## config.mk

```make
export PLATFORM = sky130hd
export DESIGN_NAME = exc_subsys_top
export DESIGN_NICKNAME = d
export VERILOG_FILES = /design/src/source/mango_exc_pkg.sv /design/src/source/cp0_exception_regs.sv /design/src/source/decode_fault_check.sv /design/src/source/exc_subsys_top.sv /design/src/source/exception_resolver.sv /design/src/source/fetch_fault_check.sv /design/src/source/pipe_stage_reg.sv
export SDC_FILE = /design/constraint.sdc
export NUM_CORES = 1
export LEC_CHECK = 0
export ABC_AREA = 1
export BUFFER_PORTS_ARGS = -buffer_cell sky130_fd_sc_hd__buf_2
export CAP_MARGIN = 0
export CELL_PAD_IN_SITES_DETAIL_PLACEMENT = 1
export CELL_PAD_IN_SITES_GLOBAL_PLACEMENT = 1
export CORE_MARGIN = 2
export CORE_UTILIZATION = 39
export CTS_CLUSTER_DIAMETER = 80
export CTS_CLUSTER_SIZE = 12
export DETAILED_ROUTE_END_ITERATION = 16
export PLACE_DENSITY_LB_ADDON = 0.08
export SYNTH_ARGS = -nofsm -noshare
export SYNTH_HDL_FRONTEND = slang
export SYNTH_SLANG_ARGS = --single-unit
```

## constraint.sdc

```tcl
create_clock -name clk -period 4.1 [get_ports clk]
set_input_delay 0.205 -clock clk [delete_from_list [all_inputs] [get_ports clk]]
set_output_delay 0.205 -clock clk [all_outputs]
set_load 0.02 [all_outputs]
```

## src/source/mango_exc_pkg.sv

```systemverilog
/*
 * Shared types for the precise-exception path.
 * Fault vector in priority order, MIPS ExcCode values,
 * stage payload structs, resolved cause and handler vectors.
 */

package mango_exc_pkg;

    // ----------------------------------------------------------------------
    // Fault flags, highest priority first
    // ----------------------------------------------------------------------
    typedef struct packed {
        logic intr;
        logic if_ade;   // Fetch address error.
        logic if_tlbr;
        logic if_tlbi;
        logic ibe;
        logic cpu;
        logic ri;
        logic ov;
        logic trap;
        logic sys;
        logic bp;
        logic d_ade;
        logic d_tlbr;
        logic d_tlbi;
        logic d_tlbm;
        logic dbe;
        logic eret;     // Lowest, never reaches Cause.
    } fault_vec_t;

    typedef enum logic [4:0] {
        exc_int  = 5'd0,
        exc_mod  = 5'd1,
        exc_tlbl = 5'd2,
        exc_tlbs = 5'd3,
        exc_adel = 5'd4,
        exc_ades = 5'd5,
        exc_ibe  = 5'd6,
        exc_dbe  = 5'd7,
        exc_sys  = 5'd8,
        exc_bp   = 5'd9,
        exc_ri   = 5'd10,
        exc_cpu  = 5'd11,
        exc_ov   = 5'd12,
        exc_tr   = 5'd13,
        exc_none = 5'd31    // Internal only.
    } exc_code_t;

    // ----------------------------------------------------------------------
    // Stage payloads
    // ----------------------------------------------------------------------
    typedef struct packed {
        logic [31:0] pc;
        fault_vec_t  faults;
        logic        is_mem;
        logic        is_store;
    } id_ex_t;

    typedef struct packed {
        logic [31:0] pc;
        fault_vec_t  faults;    // Ov and trap merged in.
        logic        is_mem;
        logic        is_store;
    } ex_mem_t;

    typedef struct packed {
        logic        flag;
        exc_code_t   code;
        logic        is_eret;
        logic        use_badaddr;
        logic [31:0] badaddr;
        logic        refill;
        logic [31:0] pc;
    } resolved_exc_t;

    localparam logic [31:0] vec_base        = 32'h8000_0000;
    localparam logic [31:0] vec_refill_off  = 32'h0000_0000;
    localparam logic [31:0] vec_general_off = 32'h0000_0180;

endpackage

```

## src/source/cp0_exception_regs.sv

```systemverilog
/*
 * CP0 exception registers: EPC, BadVAddr, Cause.ExcCode, Status.EXL.
 * Commits the resolved cause, raises flush and the redirect.
 */

module cp0_exception_regs #(
    parameter int ADDR_W = 32
) (
    input  logic                                  clk,
    input  logic                                  rst_n,
    input  logic                                  stall,
    input  mango_exc_pkg::resolved_exc_t          resolved,
    output logic                                  exc_taken,
    output logic                                  redirect,
    output logic                     [ADDR_W-1:0] redirect_pc,
    output logic                                  flush,
    output mango_exc_pkg::exc_code_t              exc_code,
    output logic                     [ADDR_W-1:0] epc,
    output logic                     [ADDR_W-1:0] badvaddr,
    output logic                                  exl
);

    logic              take;
    logic              ret;
    logic [ADDR_W-1:0] handler;

    assign take  = resolved.flag & ~stall;
    assign ret   = resolved.is_eret & ~stall;
    assign flush = take | ret;          // Drops the two younger instructions.

    // Nested exceptions always use the general vector.
    assign handler = (resolved.refill && !exl) ?
                     mango_exc_pkg::vec_base + mango_exc_pkg::vec_refill_off :
                     mango_exc_pkg::vec_base + mango_exc_pkg::vec_general_off;

    // ----------------------------------------------------------------------
    // Commit
    // ----------------------------------------------------------------------
    always_ff @(posedge clk) begin
        if (!rst_n) begin
            exc_taken <= 1'b0;
            redirect  <= 1'b0;
            exl       <= 1'b0;
            exc_code  <= mango_exc_pkg::exc_int;
            epc       <= '0;
            badvaddr  <= '0;
        end else begin
            exc_taken <= take;
            redirect  <= take | ret;
            if (take) begin
                exc_code <= resolved.code;
                exl      <= 1'b1;
                if (!exl) begin
                    epc <= resolved.pc;     // Keep the outer return point.
                end
                if (resolved.use_badaddr) begin
                    badvaddr <= resolved.badaddr;
                end
            end else if (ret) begin
                exl <= 1'b0;
            end
        end
    end

    always_ff @(posedge clk) begin
        if (take) begin
            redirect_pc <= handler;
        end else if (ret) begin
            redirect_pc <= epc;
        end
    end

    // The resolver never hands over a cause and an ERET at once.
    no_take_with_eret: assert property (@(posedge clk) disable iff (!rst_n)
        !(resolved.flag && resolved.is_eret));

endmodule

```

## src/source/decode_fault_check.sv

```systemverilog
/*
 * Decode-stage fault check.
 * Classifies opcode/funct into sys, bp, eret, cpu and ri,
 * flags loads and stores, and forms the id_ex_t payload.
 */

module decode_fault_check #(
    parameter int ADDR_W = 32
) (
    input  logic                              clk,
    input  logic                              rst_n,
    input  logic                              valid,
    input  logic                       [31:0] instr,
    input  logic                              cu0_usable,
    input  mango_exc_pkg::fault_vec_t         fetch_faults,
    input  logic                 [ADDR_W-1:0] pc,
    output mango_exc_pkg::id_ex_t             payload
);

    mango_exc_pkg::fault_vec_t if_faults;
    logic [5:0] opcode;
    logic [5:0] funct;
    logic [4:0] rs;
    logic       fetch_bad;
    logic       dec_sys, dec_bp, dec_eret, dec_cpu, dec_ri;
    logic       dec_mem, dec_store;

    fetch_fault_check #(
        .ADDR_W (ADDR_W)
    ) fetch_chk (
        .pc     (pc),
        .tlbr   (fetch_faults.if_tlbr),
        .tlbi   (fetch_faults.if_tlbi),
        .buserr (fetch_faults.ibe),
        .faults (if_faults)
    );

    assign opcode    = instr[31:26];
    assign rs        = instr[25:21];
    assign funct     = instr[5:0];
    assign fetch_bad = if_faults.if_ade | if_faults.if_tlbr | if_faults.if_tlbi | if_faults.ibe;

    always_comb begin
        dec_sys   = 1'b0;
        dec_bp    = 1'b0;
        dec_eret  = 1'b0;
        dec_cpu   = 1'b0;
        dec_ri    = 1'b0;
        dec_mem   = 1'b0;
        dec_store = 1'b0;
        case (opcode)
            6'h00: begin
                case (funct)
                    6'h0c: dec_sys = 1'b1;
                    6'h0d: dec_bp  = 1'b1;
                    6'h00, 6'h02, 6'h03, 6'h04, 6'h06, 6'h07, 6'h08, 6'h09,
                    6'h10, 6'h11, 6'h12, 6'h13, 6'h18, 6'h19, 6'h1a, 6'h1b,
                    6'h20, 6'h21, 6'h22, 6'h23, 6'h24, 6'h25, 6'h26, 6'h27,
                    6'h2a, 6'h2b, 6'h30, 6'h31, 6'h32, 6'h33, 6'h34, 6'h36: begin
                    end
                    default: dec_ri = 1'b1;
                endcase
            end
            6'h01, 6'h02, 6'h03, 6'h04, 6'h05, 6'h06, 6'h07,
            6'h08, 6'h09, 6'h0a, 6'h0b, 6'h0c, 6'h0d, 6'h0e, 6'h0f: begin
            end
            6'h10: begin
                if (!cu0_usable)
                    dec_cpu = 1'b1;
                else if (instr[25] && funct == 6'h18)
                    dec_eret = 1'b1;
                else if (rs != 5'h00 && rs != 5'h04)
                    dec_ri = 1'b1;      // Only mfc0/mtc0 otherwise.
            end
            6'h11, 6'h12, 6'h13: dec_cpu = 1'b1;
            6'h20, 6'h21, 6'h23, 6'h24, 6'h25: dec_mem = 1'b1;
            6'h28, 6'h29, 6'h2b: begin
                dec_mem   = 1'b1;
                dec_store = 1'b1;
            end
            default: dec_ri = 1'b1;
        endcase
    end

    // A faulted fetch leaves no real instruction word to decode.
    always_comb begin
        payload             = '0;
        payload.pc          = pc;
        payload.faults      = if_faults;
        payload.faults.sys  = dec_sys & ~fetch_bad;
        payload.faults.bp   = dec_bp & ~fetch_bad;
        payload.faults.eret = dec_eret & ~fetch_bad;
        payload.faults.cpu  = dec_cpu & ~fetch_bad;
        payload.faults.ri   = dec_ri & ~fetch_bad;
        payload.is_mem      = dec_mem & ~fetch_bad;
        payload.is_store    = dec_store & ~fetch_bad;
    end

    // A valid instruction arrives with a known word and pc.
    known_when_valid: assert property (@(posedge clk) disable iff (!rst_n)
        valid |-> !$isunknown({instr, pc}));

endmodule

```

## src/source/exc_subsys_top.sv

```systemverilog
/*
 * Exception subsystem top.
 * Decode checker, ID/EX and EX/MEM stage registers,
 * resolver and CP0 exception registers.
 */

module exc_subsys_top #(
    parameter int ADDR_W = 32
) (
    input  logic                                  clk,
    input  logic                                  rst_n,
    input  logic                                  id_valid,
    input  logic                     [ADDR_W-1:0] id_pc,
    input  logic                           [31:0] id_instr,
    input  logic                                  if_tlbr,
    input  logic                                  if_tlbi,
    input  logic                                  if_buserr,
    input  logic                                  cu0_usable,
    input  logic                                  ex_ov,
    input  logic                                  ex_trap,
    input  logic                                  m_en,
    input  logic                                  m_store,
    input  logic                     [ADDR_W-1:0] m_vaddr,
    input  logic                                  d_tlbr,
    input  logic                                  d_tlbi,
    input  logic                                  d_tlbm,
    input  logic                                  d_buserr,
    input  logic                                  intr_pending,
    input  logic                                  stall,
    output logic                                  exc_taken,
    output logic                                  redirect,
    output logic                     [ADDR_W-1:0] redirect_pc,
    output mango_exc_pkg::exc_code_t              exc_code,
    output logic                     [ADDR_W-1:0] epc,
    output logic                     [ADDR_W-1:0] badvaddr,
    output logic                                  exl
);

    mango_exc_pkg::fault_vec_t    fetch_raw;
    mango_exc_pkg::id_ex_t        id_payload;
    mango_exc_pkg::id_ex_t        ex_payload;
    mango_exc_pkg::ex_mem_t       ex_mem_in;
    mango_exc_pkg::ex_mem_t       mem_payload;
    mango_exc_pkg::resolved_exc_t resolved;
    logic ex_valid, mem_valid, flush;

    assign fetch_raw = '{if_tlbr: if_tlbr, if_tlbi: if_tlbi, ibe: if_buserr, default: 1'b0};

    decode_fault_check #(
        .ADDR_W (ADDR_W)
    ) dec_chk (
        .clk          (clk),
        .rst_n        (rst_n),
        .valid        (id_valid),
        .instr        (id_instr),
        .cu0_usable   (cu0_usable),
        .fetch_faults (fetch_raw),
        .pc           (id_pc),
        .payload      (id_payload)
    );

    pipe_stage_reg #(
        .payload_t (mango_exc_pkg::id_ex_t)
    ) id_ex_reg (
        .clk       (clk),
        .rst_n     (rst_n),
        .stall     (stall),
        .flush     (flush),
        .in_valid  (id_valid),
        .in_data   (id_payload),
        .out_valid (ex_valid),
        .out_data  (ex_payload)
    );

    // Execute-stage faults join here.
    always_comb begin
        ex_mem_in.pc          = ex_payload.pc;
        ex_mem_in.faults      = ex_payload.faults;
        ex_mem_in.faults.ov   = ex_ov;
        ex_mem_in.faults.trap = ex_trap;
        ex_mem_in.is_mem      = ex_payload.is_mem;
        ex_mem_in.is_store    = ex_payload.is_store;
    end

    pipe_stage_reg #(
        .payload_t (mango_exc_pkg::ex_mem_t)
    ) ex_mem_reg (
        .clk       (clk),
        .rst_n     (rst_n),
        .stall     (stall),
        .flush     (flush),
        .in_valid  (ex_valid),
        .in_data   (ex_mem_in),
        .out_valid (mem_valid),
        .out_data  (mem_payload)
    );

    exception_resolver #(
        .ADDR_W (ADDR_W)
    ) resolver (
        .valid        (mem_valid),
        .stage        (mem_payload),
        .m_en         (m_en),
        .m_store      (m_store),
        .m_vaddr      (m_vaddr),
        .d_tlbr       (d_tlbr),
        .d_tlbi       (d_tlbi),
        .d_tlbm       (d_tlbm),
        .d_buserr     (d_buserr),
        .intr_pending (intr_pending),
        .resolved     (resolved)
    );

    cp0_exception_regs #(
        .ADDR_W (ADDR_W)
    ) cp0 (
        .clk         (clk),
        .rst_n       (rst_n),
        .stall       (stall),
        .resolved    (resolved),
        .exc_taken   (exc_taken),
        .redirect    (redirect),
        .redirect_pc (redirect_pc),
        .flush       (flush),
        .exc_code    (exc_code),
        .epc         (epc),
        .badvaddr    (badvaddr),
        .exl         (exl)
    );

endmodule

```

## src/source/exception_resolver.sv

```systemverilog
/*
 * Memory-stage exception resolver.
 * Merges interrupt and data-side faults, picks the highest
 * priority cause and selects the bad address.
 */

module exception_resolver #(
    parameter int ADDR_W = 32
) (
    input  logic                                  valid,
    input  mango_exc_pkg::ex_mem_t                stage,
    input  logic                                  m_en,
    input  logic                                  m_store,
    input  logic                     [ADDR_W-1:0] m_vaddr,
    input  logic                                  d_tlbr,
    input  logic                                  d_tlbi,
    input  logic                                  d_tlbm,
    input  logic                                  d_buserr,
    input  logic                                  intr_pending,
    output mango_exc_pkg::resolved_exc_t          resolved
);

    mango_exc_pkg::fault_vec_t f;
    mango_exc_pkg::exc_code_t  code;
    logic use_pc, use_va;

    always_comb begin
        f = '0;
        if (valid) begin
            f        = stage.faults;
            f.intr   = intr_pending & ~m_en;    // Not in the middle of an access.
            f.d_ade  = m_en & (m_vaddr[1:0] != 2'b00);
            f.d_tlbr = d_tlbr;
            f.d_tlbi = d_tlbi;
            f.d_tlbm = d_tlbm;
            f.dbe    = d_buserr;
        end
    end

    // ----------------------------------------------------------------------
    // Priority pick
    // ----------------------------------------------------------------------
    always_comb begin
        code   = mango_exc_pkg::exc_none;
        use_pc = 1'b0;
        use_va = 1'b0;
        if (f.intr) begin
            code = mango_exc_pkg::exc_int;
        end else if (f.if_ade) begin
            code   = mango_exc_pkg::exc_adel;
            use_pc = 1'b1;
        end else if (f.if_tlbr || f.if_tlbi) begin
            code   = mango_exc_pkg::exc_tlbl;
            use_pc = 1'b1;
        end else if (f.ibe) begin
            code = mango_exc_pkg::exc_ibe;
        end else if (f.cpu) begin
            code = mango_exc_pkg::exc_cpu;
        end else if (f.ri) begin
            code = mango_exc_pkg::exc_ri;
        end else if (f.ov) begin
            code = mango_exc_pkg::exc_ov;
        end else if (f.trap) begin
            code = mango_exc_pkg::exc_tr;
        end else if (f.sys) begin
            code = mango_exc_pkg::exc_sys;
        end else if (f.bp) begin
            code = mango_exc_pkg::exc_bp;
        end else if (f.d_ade) begin
            code   = m_store ? mango_exc_pkg::exc_ades : mango_exc_pkg::exc_adel;
            use_va = 1'b1;
        end else if (f.d_tlbr || f.d_tlbi) begin
            code   = m_store ? mango_exc_pkg::exc_tlbs : mango_exc_pkg::exc_tlbl;
            use_va = 1'b1;
        end else if (f.d_tlbm) begin
            code   = mango_exc_pkg::exc_mod;
            use_va = 1'b1;
        end else if (f.dbe) begin
            code = mango_exc_pkg::exc_dbe;
        end
    end

    always_comb begin
        resolved             = '0;
        resolved.code        = code;
        resolved.flag        = (code != mango_exc_pkg::exc_none);
        resolved.is_eret     = f.eret & ~resolved.flag;
        resolved.use_badaddr = use_pc | use_va;
        resolved.badaddr     = use_va ? m_vaddr : stage.pc;
        resolved.pc          = stage.pc;
        // Refill vector only for the two TLBR causes that won.
        resolved.refill      = (use_pc & f.if_tlbr & ~f.if_ade) |
                               (use_va & f.d_tlbr & ~f.d_ade);
    end

endmodule

```

## src/source/fetch_fault_check.sv

```systemverilog
/*
 * Fetch-side fault bits.
 * Address error on a misaligned pc; TLB and bus flags
 * only count when the fetch was actually issued.
 */

module fetch_fault_check #(
    parameter int ADDR_W = 32
) (
    input  logic                     [ADDR_W-1:0] pc,
    input  logic                                  tlbr,
    input  logic                                  tlbi,
    input  logic                                  buserr,
    output mango_exc_pkg::fault_vec_t             faults
);

    logic aligned;

    assign aligned = (pc[1:0] == 2'b00);

    always_comb begin
        faults         = '0;
        faults.if_ade  = ~aligned;
        faults.if_tlbr = aligned & tlbr;
        faults.if_tlbi = aligned & tlbi;
        faults.ibe     = aligned & buserr;   // No bus cycle otherwise.
    end

    // The instruction TLB reports a refill or an invalid entry, not both.
    always_comb begin
        assert (!(tlbr && tlbi))
            else $error("fetch TLB reports refill and invalid together");
    end

endmodule

```

## src/source/pipe_stage_reg.sv

```systemverilog
/*
 * Pipeline stage register for any payload type.
 * Holds on stall; flush and reset drop the valid bit.
 */

module pipe_stage_reg #(
    parameter type payload_t = logic
) (
    input  logic     clk,
    input  logic     rst_n,
    input  logic     stall,
    input  logic     flush,
    input  logic     in_valid,
    input  payload_t in_data,
    output logic     out_valid,
    output payload_t out_data
);

    always_ff @(posedge clk) begin
        if (!rst_n) begin
            out_valid <= 1'b0;
        end else if (flush) begin
            out_valid <= 1'b0;      // Flush wins over stall.
        end else if (!stall) begin
            out_valid <= in_valid;
        end
    end

    always_ff @(posedge clk) begin
        if (!stall) begin
            out_data <= in_data;
        end
    end

    // A valid payload is fully known when it is captured.
    known_on_capture: assert property (@(posedge clk) disable iff (!rst_n)
        (in_valid && !stall) |-> !$isunknown(in_data));

endmodule

```

==> metrics, run 1 <==
Synth Area in Adders=0%; residual DRC count=0; maxcap violations=0; Syn Nets=850; worst setup path end=cp0.redirect_pc[28]; Mean Syn Cell Area=10.19 um2; capturing point of the worst reg2reg path=cp0.redirect_pc[28]; CTS Root Cell=clkbuf_16; worst slew pin tran=between 0.8 and 0.9 ns; RSZ-0062 raised after global routing=false; multi-input logic area=around 2000 um2; # hold bufs at CTS=34; total wire length=between 15 and 20 mm; Worst setup startpoint=ex_mem_reg.out_valid; share of the synthesized area in the top cell type=between 40% and 50%; TritonCTS clock tree=yes; status=finished, final reports clean; clk_skew=0.01197 ns; worst reg2reg setup slack=0.97 ns; post-CTS resize count=0; fin. max-slew vios=0; Bufs on Longest Clock Path=2; final cell count without fillers=roughly 1,200; Synthesis Warnings=0; first-pass GRT wire length=between 30 and 40 mm; critical path required time=around 4.2 ns; PD cells=485.0 nW/um2; HP Class=primary input to flip-flop; sw frac=between 20% and 30%; Finished Cell Area=around 9600 um2; Synth Area in Simple Gates=between 10% and 20%; vias=a little under 6,000; average wire per standard cell=approximately 16 um; slowest CP cell=dfxtp_1; NumNets Final=roughly 1,100; sequential fraction of the synthesis area=~66%; internal cell power=3.260 mW; worst path bufs/invs=4; Post-Synth XOR/XNOR Area=0%; I/O Pins=about 220; vias per cell=about 4.8; post-route ant nets=0; layout cells sized above 1=between 20% and 30%; FF-to-FF path depth=11; Setup crit end kind=flip-flop; P&R area growth vs syn=27.67%; post-layout min period=~3.1 ns; largest cells by area after synthesis=edfxtp_1, dfxtp_1, nand2_1, nand3_1, a21oi_1; total die area=about 20,000 um2; fmax=around 320 MHz; P_leak=~4.1 nW; Cell Count Post-Placement=1,165; combinational power share=approximately 16%; compound-gate portion of the synthesized area=between 8 and 9%; largest family of logic cells by synthesized area=simple AND/OR/NAND/NOR gates; fin crit share=between 70 and 80%; critical-path maximum fanout=34; max_slew headroom=between 40% and 50%; multiplexer share of the synthesized area=0%; Setup TNS=0 ns; DP Area=8671 um2; total grt overflow=0; PortBufs=200; Util after Layout=between 50% and 60%; gr usage total=about a fifth; CP arrival=3.27 ns; FF+latch area=4965 um2; Peak VDD IR=between 200 and 300 uV; H-tree depth=4; Core ar.=approximately 19,000 um2; critical-path cell list=inv_2 > nor2_1 > nand2_1 > nand2_1 > nor2_2 > nand2_2 > o21ai_4 > inv_4 > nor2_2 > inv_1 > buf_12; Min Hold Slack=~0.032 ns; Pre-antenna DRT Iters=5; switching pwr=1.390 mW; die height=around 140 um; Post-CTS Setup Inserts=0; pin count of the biggest net entering global routing=70; Clock power frac=between 30% and 40%; starting density of the core=between 30% and 40%; dpl hpwl=about 13 mm; Hold Vio Cnt, Final=0; Fillers=between 2,000 and 2,500; Yosys cell types=33; critical path class=flip-flop to flip-flop; die width=roughly 140 um; CTS buffer count=17; area leader, netlist=edfxtp_1; synthesized area=between 7000 and 8000 um2; ant diodes=0; CP Launch Type=flip-flop; Crit. path cell count=11; clk_lat worst skew=between 0.4 and 0.5 ns; GPL Wtd Cong=0.7805; Final setup viols=0; initial antenna violation count=0; iteration-0 DRC count of the detailed router=244; synthesized instance count=~740; CP peak stage delay=about 0.73 ns; vias in the first global route=6,173; reg2reg start=ex_mem_reg.out_valid; Top delay family on crit path=buffers and inverters; Cell Rows=50; register share of total power=about half; clock transition at the registers of the reported paths=around 0.070 ns; CTS Sinks=190; post-synthesis register bit count=190
state kept, by name, indices dropped and copies added (netlist names):
| name | count |
|---|---|
| cp0.exc_code | 5 |
| ex_mem_reg.out_valid | 1 |
| cp0.exl | 1 |
| cp0.epc | 32 |
| cp0.redirect_pc | 32 |
| cp0.badvaddr | 32 |
| cp0.redirect | 1 |
| ex_mem_reg.out_data | 43 |
| id_ex_reg.out_data | 41 |
| id_ex_reg.out_valid | 1 |
| cp0.exc_taken | 1 |
how the worst min path moves through the flow:
stage,slack (ns),start,cells after the start,endpoint
floorplan,0.30,rst_n,2,cp0.exl
global placement,0.38,id_pc[29],1,id_ex_reg.out_data[48]
detailed placement,0.38,ex_ov,1,ex_mem_reg.out_data[11]
CTS,0.02,id_valid,3,id_ex_reg.out_valid
global route,0.04,id_valid,3,id_ex_reg.out_valid
finish,0.03,id_valid,3,id_ex_reg.out_valid
synthesized netlist by cell type (all sizes together):
library cell	count
and2	1
o211ai	2
clkbuf	14
nand2	158
edfxtp	116
clkinv	1
o31ai	1
o21ai	43
nand4	3
or2	2
buf	25
nand3b	1
inv	84
dfxtp	74
o22ai	2
nand3	74
nor3	10
a21oi	69
o21a	2
nor2	54
nor4	1
worst reg2reg max path: stages (launching register included):
cell and delay [ns]:
dfxtp_1 0.73, inv_2 0.09, nor2_1 0.12, nand2_1 0.12, nand2_1 0.12, nor2_2 0.07, nand2_2 0.09, o21ai_4 0.12
inv_4 0.45, nor2_2 0.12, inv_1 0.55, buf_12 0.26
final cells by class:
class / count / share of cell area (%)
clock buffer: 17 / 4.436
clock inverter: 15 / 1.592
inverter: 85 / 3.366
multi-input combinational: 423 / 20.77
sequential: 190 / 51.77
tap: 260 / 3.392
timing repair buffer: 241 / 14.67
layer usage:
layer | up-vias | GRT usage (%) | part of all wire, %
li1 | 2895 | - | -
met5 | - | 0 | 0
met2 | 153 | 35.05 | 50
met4 | 0 | 6.045 | 1.2
met1 | 2836 | 24.06 | 43
met3 | 16 | 4.460 | 4.9
cell usage in the layout, fill, tap and decap left out, types with 3 or more instances in the layout:
cell | netlist | final
a21oi_1 | 69 | 69
buf_2 | 10 | 200
buf_4 | 6 | 6
clkbuf_16 | 0 | 17
clkinv_4 | 0 | 3
dfxtp_1 | 74 | 74
dlygate4sd3_1 | 0 | 34
edfxtp_1 | 116 | 116
inv_1 | 81 | 80
inv_8 | 0 | 5
nand2_1 | 153 | 153
nand2_2 | 5 | 5
nand3_1 | 73 | 73
nand4_1 | 3 | 3
nor2_1 | 40 | 40
nor2_2 | 4 | 4
nor2_4 | 10 | 10
nor3_1 | 10 | 10
o21ai_0 | 39 | 39
o21ai_1 | 3 | 3
power groups by stage:
stage               sequential, mW  combinational, mW  clock, mW
global placement              2.32              0.730          0
floorplan                     2.44              0.370          0
CTS                           2.29              0.776       1.64
global route                  2.30              0.844       1.71
detailed placement            2.33              0.747          0
finish                        2.29              0.762       1.60
through the flow:
step | setup WS [ns] | power (mW)
2_1_floorplan | 0.5590 | 2.809
3_3_place_gp | 1.024 | 3.051
3_5_place_dp | 0.9250 | 3.077
4_1_cts | 0.9185 | 4.701
5_1_grt | 0.6564 | 4.860
6_report | 0.9693 | 4.651
logic make-up after synthesis:
kind of cell	after synthesis
AND/OR/NAND/NOR	304
AO/OA/AOI/OAI	119
flip-flops	190
buffers and inverters	124
Note: power is estimated with default switching activity, not from simulation.
==> run 2: changes to the inputs <==
--- a/config.mk
+++ b/config.mk
@@ -5,13 +5,13 @@
 export SDC_FILE = /design/constraint.sdc
 export NUM_CORES = 1
 export LEC_CHECK = 0
-export ABC_AREA = 1
+export ABC_AREA = 0
 export BUFFER_PORTS_ARGS = -buffer_cell sky130_fd_sc_hd__buf_2
 export CAP_MARGIN = 0
 export CELL_PAD_IN_SITES_DETAIL_PLACEMENT = 1
 export CELL_PAD_IN_SITES_GLOBAL_PLACEMENT = 1
 export CORE_MARGIN = 2
-export CORE_UTILIZATION = 39
+export CORE_UTILIZATION = 37
 export CTS_CLUSTER_DIAMETER = 80
 export CTS_CLUSTER_SIZE = 12
 export DETAILED_ROUTE_END_ITERATION = 16
==> constraint.sdc (replaced) <==
create_clock -name clk -period 2.75 [get_ports clk]
set_input_delay 0.1375 -clock clk [delete_from_list [all_inputs] [get_ports clk]]
set_output_delay 0.1375 -clock clk [all_outputs]
set_load 0.02 [all_outputs]
==> run 2 against run 1 <==
Critical path depth decreased by 4. Highest routed layer unchanged. Synthesized area decreased by 6.4%. Largest power group unchanged. Clock skew increased by 0.0015 ns. First-iteration DRC count decreased by 16%. Non-clock buffer count increased by 33. Clock power increased by 46%. Via count decreased by 16%. Critical path type unchanged.
==> metrics, run 2 <==
status=finished, final reports clean; most flop-heavy register=ex_mem_reg.out_data; clock transition at the registers of the reported paths=about 0.080 ns; starting density of the core=37.59%; Min Hold Slack=roughly 0.014 ns; share of the synthesized area in the top cell type=around 50%; iteration-0 DRC count of the detailed router=approximately 200; CP arrival=~2.8 ns; initial antenna violation count=0; P&R area growth vs syn=35.96%; critical path class=flip-flop to flip-flop; ant diodes=0; Final setup viols=0; async set or reset register ratio after synthesis=0%; sw frac=approximately 24%; register share of total power=53.5%; die height=roughly 140 um; Synthesis Warnings=0; count leader, synth=edfxtp_1; Bufs on Longest Clock Path=2; Post-CTS Setup Inserts=0; NumNets Final=between 800 and 900; clk_lat worst skew=roughly 0.43 ns; sequential fraction of the synthesis area=a little over two thirds; PortBufs=200; commonest non-fill, non-tap cell in the layout=buf_2; total power=5.981 mW; switching pwr=1.441 mW; Clock power frac=38.9%; Hold Vio Cnt, Final=0; FF-to-FF path depth=7; CTS Root Cell=clkbuf_16; clk_skew=0.01343 ns; fmax=~410 MHz; vias in the first global route=5,254; area leader, netlist=edfxtp_1; Yosys cell types=47; die width=about 140 um; TritonCTS clock tree=yes; layout cells sized above 1=approximately 34%; pin count of the biggest net entering global routing=53; hold-critical path depth=3; Main synth FF type=edfxtp_1; worst slew pin tran=around 0.56 ns; Fillers=slightly below 2,000; total wire length=about 18 mm; synthesized area=between 7000 and 8000 um2; worst reg2reg setup slack=~0.33 ns; Peak VDD IR=about 420 uV; vias=between 4,000 and 5,000; P_leak=approximately 3.8 nW; maxcap violations=0; Setup TNS=0 ns; Syn Nets=598; total die area=20,120 um2; H-tree depth=4; Cell Rows=50; first-pass GRT wire length=28.32 mm; capturing point of the worst reg2reg path=cp0.badvaddr[22]; post-synthesis register bit count=190; CTS buffer count=17; GPL Wtd Cong=0.7300; fin crit share=around nine tenths; gr usage total=a little under a fifth; HP Class=primary input to flip-flop; residual DRC count=0; total grt overflow=0; post-route ant nets=0; average wire per standard cell=18.31 um; internal cell power=~4.5 mW; Setup crit end kind=flip-flop; CTS Sinks=190; PD cells=around 630 nW/um2; Post-synth EDFFs=116; fin. max-slew vios=0; hold path start=m_vaddr[16]; max_slew headroom=62.68%; largest cells by area after synthesis=edfxtp_1, dfxtp_1, mux2i_1, o2bb2ai_1, nor2b_1; synthesized instance count=485; I/O Pins=approximately 220; Pre-antenna DRT Iters=4; critical path required time=slightly above 3 ns; vias per cell=roughly 5.0; reg2reg start=ex_mem_reg.out_data[8]; Core ar.=18,710 um2; Synth top cells by count=edfxtp_1, dfxtp_1, mux2i_1, nor2_1, nor2b_1; commonest cells after routing, fill and taps aside=buf_2, edfxtp_1, dfxtp_1; CP Launch Type=flip-flop; RSZ-0062 raised after global routing=false; Hold EP=cp0.badvaddr[16]; combinational power share=between 7 and 8%; post-layout min period=approximately 2.4 ns; Mean Syn Cell Area=14.50 um2; dpl hpwl=about 12 mm; critical-path maximum fanout=25; max reg flops=between 40 and 50; top flop regs=ex_mem_reg.out_data: 43 flops, id_ex_reg.out_data: 41 flops
-- run 2: worst max-delay path, cell delays in order, from the launching register on --
cell and delay (ns):
edfxtp_1 0.42, or4_4 0.59, a21boi_4 0.18, nor3b_4 0.28, buf_4 0.29, o211ai_4 0.19, buf_12 0.24, o2bb2ai_1 0.15
-- run 2: area by class of cell --
class                      count  area, um2  area share (%)
clock buffer                  17      425.4           4.450
sequential                   190       4965           51.93
inverter                       8      32.53          0.3403
timing repair buffer         274       1762           18.43
tap                          234      292.8           3.062
multi-input combinational    263       1957           20.47
clock inverter                14      126.4           1.322
-- run 2: routing by layer --
| metal | global-route usage (%) | part of all wire (%) |
|---|---|---|
| met3 | 4.185 | 4.9 |
| met4 | 5.474 | 0.92 |
| met2 | 33.32 | 52 |
| met5 | 0 | 0 |
| met1 | 21.90 | 42 |
-- run 2: logic make-up (layout without fill, tap and decap cells) --
logic type	count (synthesis)	count (layout)	share of synthesized area (%)
AOI/OAI and AO/OA	71	71	8.577
buffers and inverters	32	313	2.367
DFF	190	190	70.60
muxes	64	64	9.110
and+or+nand+nor	128	128	9.342
-- run 2: power groups by stage --
stage	Sequential, mW	Clock, mW	Combinational [mW]
CTS	3.20	2.39	0.457
global route	3.21	2.49	0.492
finish	3.20	2.33	0.451
detailed placement	3.27	0	0.390
floorplan	3.29	0	0.157
global placement	3.26	0	0.376
-- run 2: how the worst max path moves through the flow --
| stage | cells past startpoint | start | slack (ns) | to |
|---|---|---|---|---|
| 5_1_grt | 7 | ex_mem_reg.out_data[10] | 0.16 | cp0.badvaddr[11] |
| 3_3_place_gp | 7 | ex_mem_reg.out_data[10] | 0.44 | cp0.badvaddr[29] |
| 4_1_cts | 7 | ex_mem_reg.out_data[10] | 0.31 | cp0.badvaddr[22] |
| 3_5_place_dp | 7 | ex_mem_reg.out_data[10] | 0.34 | cp0.badvaddr[18] |
| 2_1_floorplan | 4 | ex_mem_reg.out_valid | 0.04 | cp0.redirect_pc[0] |
| 6_report | 7 | ex_mem_reg.out_data[8] | 0.33 | cp0.badvaddr[22] |
-- run 2: repair_timing --
item,4_1_cts,5_1_grt
hold endpoints to repair,57,0
hold buffers,57,0
gates resized for setup,0,0
setup endpoints to repair,0,0
-- run 2: per-stage QoR --
step                cell area, um2  setup WS, ns  util [%]  cells
finish                        9560        0.3281     51.11   1000
global route                  9560        0.1649     51.11   1000
CTS                           9560        0.3143     51.11   1000
detailed placement            8438        0.3424     45.11    912
global placement              8438        0.4373     45.11    912
floorplan                     7032       0.04277         -    485
==> run 3: changes to the inputs <==
--- a/config.mk
+++ b/config.mk
@@ -5,13 +5,13 @@
 export SDC_FILE = /design/constraint.sdc
 export NUM_CORES = 1
 export LEC_CHECK = 0
-export ABC_AREA = 0
+export ABC_AREA = 1
 export BUFFER_PORTS_ARGS = -buffer_cell sky130_fd_sc_hd__buf_2
 export CAP_MARGIN = 0
 export CELL_PAD_IN_SITES_DETAIL_PLACEMENT = 1
 export CELL_PAD_IN_SITES_GLOBAL_PLACEMENT = 1
 export CORE_MARGIN = 2
-export CORE_UTILIZATION = 37
+export CORE_UTILIZATION = 35
 export CTS_CLUSTER_DIAMETER = 80
 export CTS_CLUSTER_SIZE = 12
 export DETAILED_ROUTE_END_ITERATION = 16
==> run 3 against run 2 <==
Non-clock buffer count fell by 23. Register-to-register slack gained 0.09 ns. Final cell count grew 26%. Worst hold slack improved by 0.026 ns. Clock skew is 0.0033 ns lower. Sequential power is 6% higher. Wire length rose by 9.1%. Setup slack better by 0.094 ns. Clock power up 8.6%. First-iteration DRC count decreased by 8.8%. Global-route usage is 0.31 points lower. Largest power group unchanged.
==> metrics, run 3 (same netlist as run 1, synthesis figures left out) <==
top flop regs=ex_mem_reg.out_data: 43 flops, id_ex_reg.out_data: 41 flops; vias=5,937; PortBufs=200; critical path class=flip-flop to flip-flop; total grt overflow=0; sw frac=between 20 and 30%; iteration-0 DRC count of the detailed router=around 190; Core ar.=about 21,000 um2; vias in the first global route=around 6,200; Finished Cell Area=9757 um2; residual DRC count=0; TritonCTS clock tree=yes; worst reg2reg setup slack=between 0.4 and 0.5 ns; Final setup viols=0; total die area=roughly 23,000 um2; commonest non-fill, non-tap cell in the layout=buf_2; NumNets Final=1,081; Bufs on Longest Clock Path=2; CP Launch Type=flip-flop; PD cells=between 700 and 800 nW/um2; reg2reg start=ex_mem_reg.out_valid; layout cells sized above 1=between 20 and 30%; post-layout min period=around 2.3 ns; P&R area growth vs syn=29.90%; first-pass GRT wire length=between 30 and 40 mm; fin crit share=84.66%; critical path required time=approximately 3.1 ns; dpl hpwl=13.58 mm; Hold Vio Cnt, Final=0; ant diodes=0; Clock power frac=between 30% and 40%; fin. max-slew vios=0; die height=around 150 um; max_slew headroom=51.77%; status=finished, final reports clean; DP Area=8782 um2; clock transition at the registers of the reported paths=0.07 ns; capturing point of the worst reg2reg path=id_ex_reg.out_valid; commonest cells after routing, fill and taps aside=buf_2, nand2_1, edfxtp_1; maxcap violations=0; CTS buffer count=17; Cell Rows=53; clk_skew=slightly above 0.01 ns; combinational power share=between 10% and 20%; CTS Sinks=190; RSZ-0062 raised after global routing=false; total wire length=around 20 mm; Setup crit end kind=flip-flop; vias per cell=between 4 and 5; max reg flops=43; Pre-antenna DRT Iters=4; Peak VDD IR=around 400 uV; post-route ant nets=0; GPL Wtd Cong=between 0.8 and 0.9; register share of total power=a little under half; gr usage total=a little under a fifth; P_leak=around 4.2 nW; post-CTS resize count=0; Setup TNS=0 ns; internal cell power=just over 5 mW; CTS Root Cell=clkbuf_16; H-tree depth=4; hold path start=if_buserr; hold-critical path depth=3; FF-to-FF path depth=13; critical-path maximum fanout=19; Hold EP=id_ex_reg.out_data[14]; most flop-heavy register=ex_mem_reg.out_data; HP Class=primary input to flip-flop; average wire per standard cell=roughly 16 um; fmax=around 430 MHz; die width=~150 um; worst slew pin tran=between 0.7 and 0.8 ns; clk_lat worst skew=approximately 0.43 ns; starting density of the core=a little over a third; pin count of the biggest net entering global routing=65; CP arrival=approximately 2.7 ns; switching pwr=between 2 and 2.5 mW; I/O Pins=between 200 and 250; initial antenna violation count=0
[run 3: changes by cell type in the layout (fill, tap and decap cells not counted), moves of 5 or more]
cell and change:
mux2i_1 -64, o21ai_0 +35, nor2b_1 -34, nor2_4 +9, o2bb2ai_1 -32, nor2_1 -7, nand3_1 +68, nand2_2 +5
dlygate4sd3_1 -20, a21oi_1 +64, nand2_1 +142, inv_1 +73
[run 3: power by group through the flow]
stage / combinational [mW] / clock, mW / sequential (mW)
after detailed placement: 1.15 / 0 / 3.47
after global placement: 1.13 / 0 / 3.46
after floorplan: 0.552 / 0 / 3.63
after global routing: 1.30 / 2.72 / 3.43
after CTS: 1.20 / 2.61 / 3.41
final: 1.18 / 2.53 / 3.40
[run 3: final cells by class]
class	instances	area [um2]
clock inverters	13	150.1
inverters	85	325.3
clock buffers	19	454.2
fillers	2407	11260
flip-flops and latches	190	4965
well taps	275	344.1
repair buffers	251	1526
multi-input cells	423	1992
[run 3: how the worst max path moves through the flow]
stage | startpoint | end | slack (ns) | cells past startpoint
after floorplan | stall | cp0.redirect_pc[0] | 0.06 | 6
after global placement | ex_mem_reg.out_valid | cp0.epc[25] | 0.52 | 10
after detailed placement | ex_mem_reg.out_valid | cp0.epc[17] | 0.43 | 12
after CTS | ex_mem_reg.out_valid | cp0.epc[23] | 0.38 | 12
after global routing | ex_mem_reg.out_valid | cp0.epc[30] | 0.15 | 10
final | ex_mem_reg.out_valid | id_ex_reg.out_valid | 0.42 | 13
[run 3: timing repair]
| action | 4_1_cts | 5_1_grt |
|---|---|---|
| hold buffers | 37 | 0 |
| hold endpoints to repair | 36 | 0 |
| setup buffers | 0 | 0 |
[run 3: through the flow]
stage | hold WS (ns) | utilization, % | total power [mW] | setup slack [ns] | instances
finish | 0.04000 | 46.41 | 7.109 | 0.4220 | 1256
global route | 0.02959 | 46.41 | 7.462 | 0.1531 | 1256
CTS | 0.01981 | 46.41 | 7.218 | 0.3785 | 1256
detailed placement | 0.3162 | 41.78 | 4.622 | 0.4321 | 1187
global placement | 0.3142 | 41.78 | 4.583 | 0.5248 | 1187
floorplan | 0.2351 | - | 4.187 | 0.05606 | 737
[run 3: metal layers]
layer / track usage [%] / vias to the layer above / share of wire (%)
met2: 32.39 / 143 / 50
met1: 21.49 / 2864 / 43
met3: 4.152 / 22 / 5.0
li1: - / 2908 / -
met5: 0 / - / 0
met4: 5.802 / 0 / 1.5
[run 3: worst max-delay path: stages (launching register included)]
cell	delay, ns
dfxtp_1	0.32
buf_4	0.20
inv_2	0.07
nor2_1	0.04
nand2_1	0.11
nand2_1	0.11
nor2_2	0.19
nand2_2	0.11
o21ai_4	0.17
inv_4	0.08
nor2_2	0.14
nand2_1	0.09
a21oi_1	0.11
dlygate4sd3_1	0.55
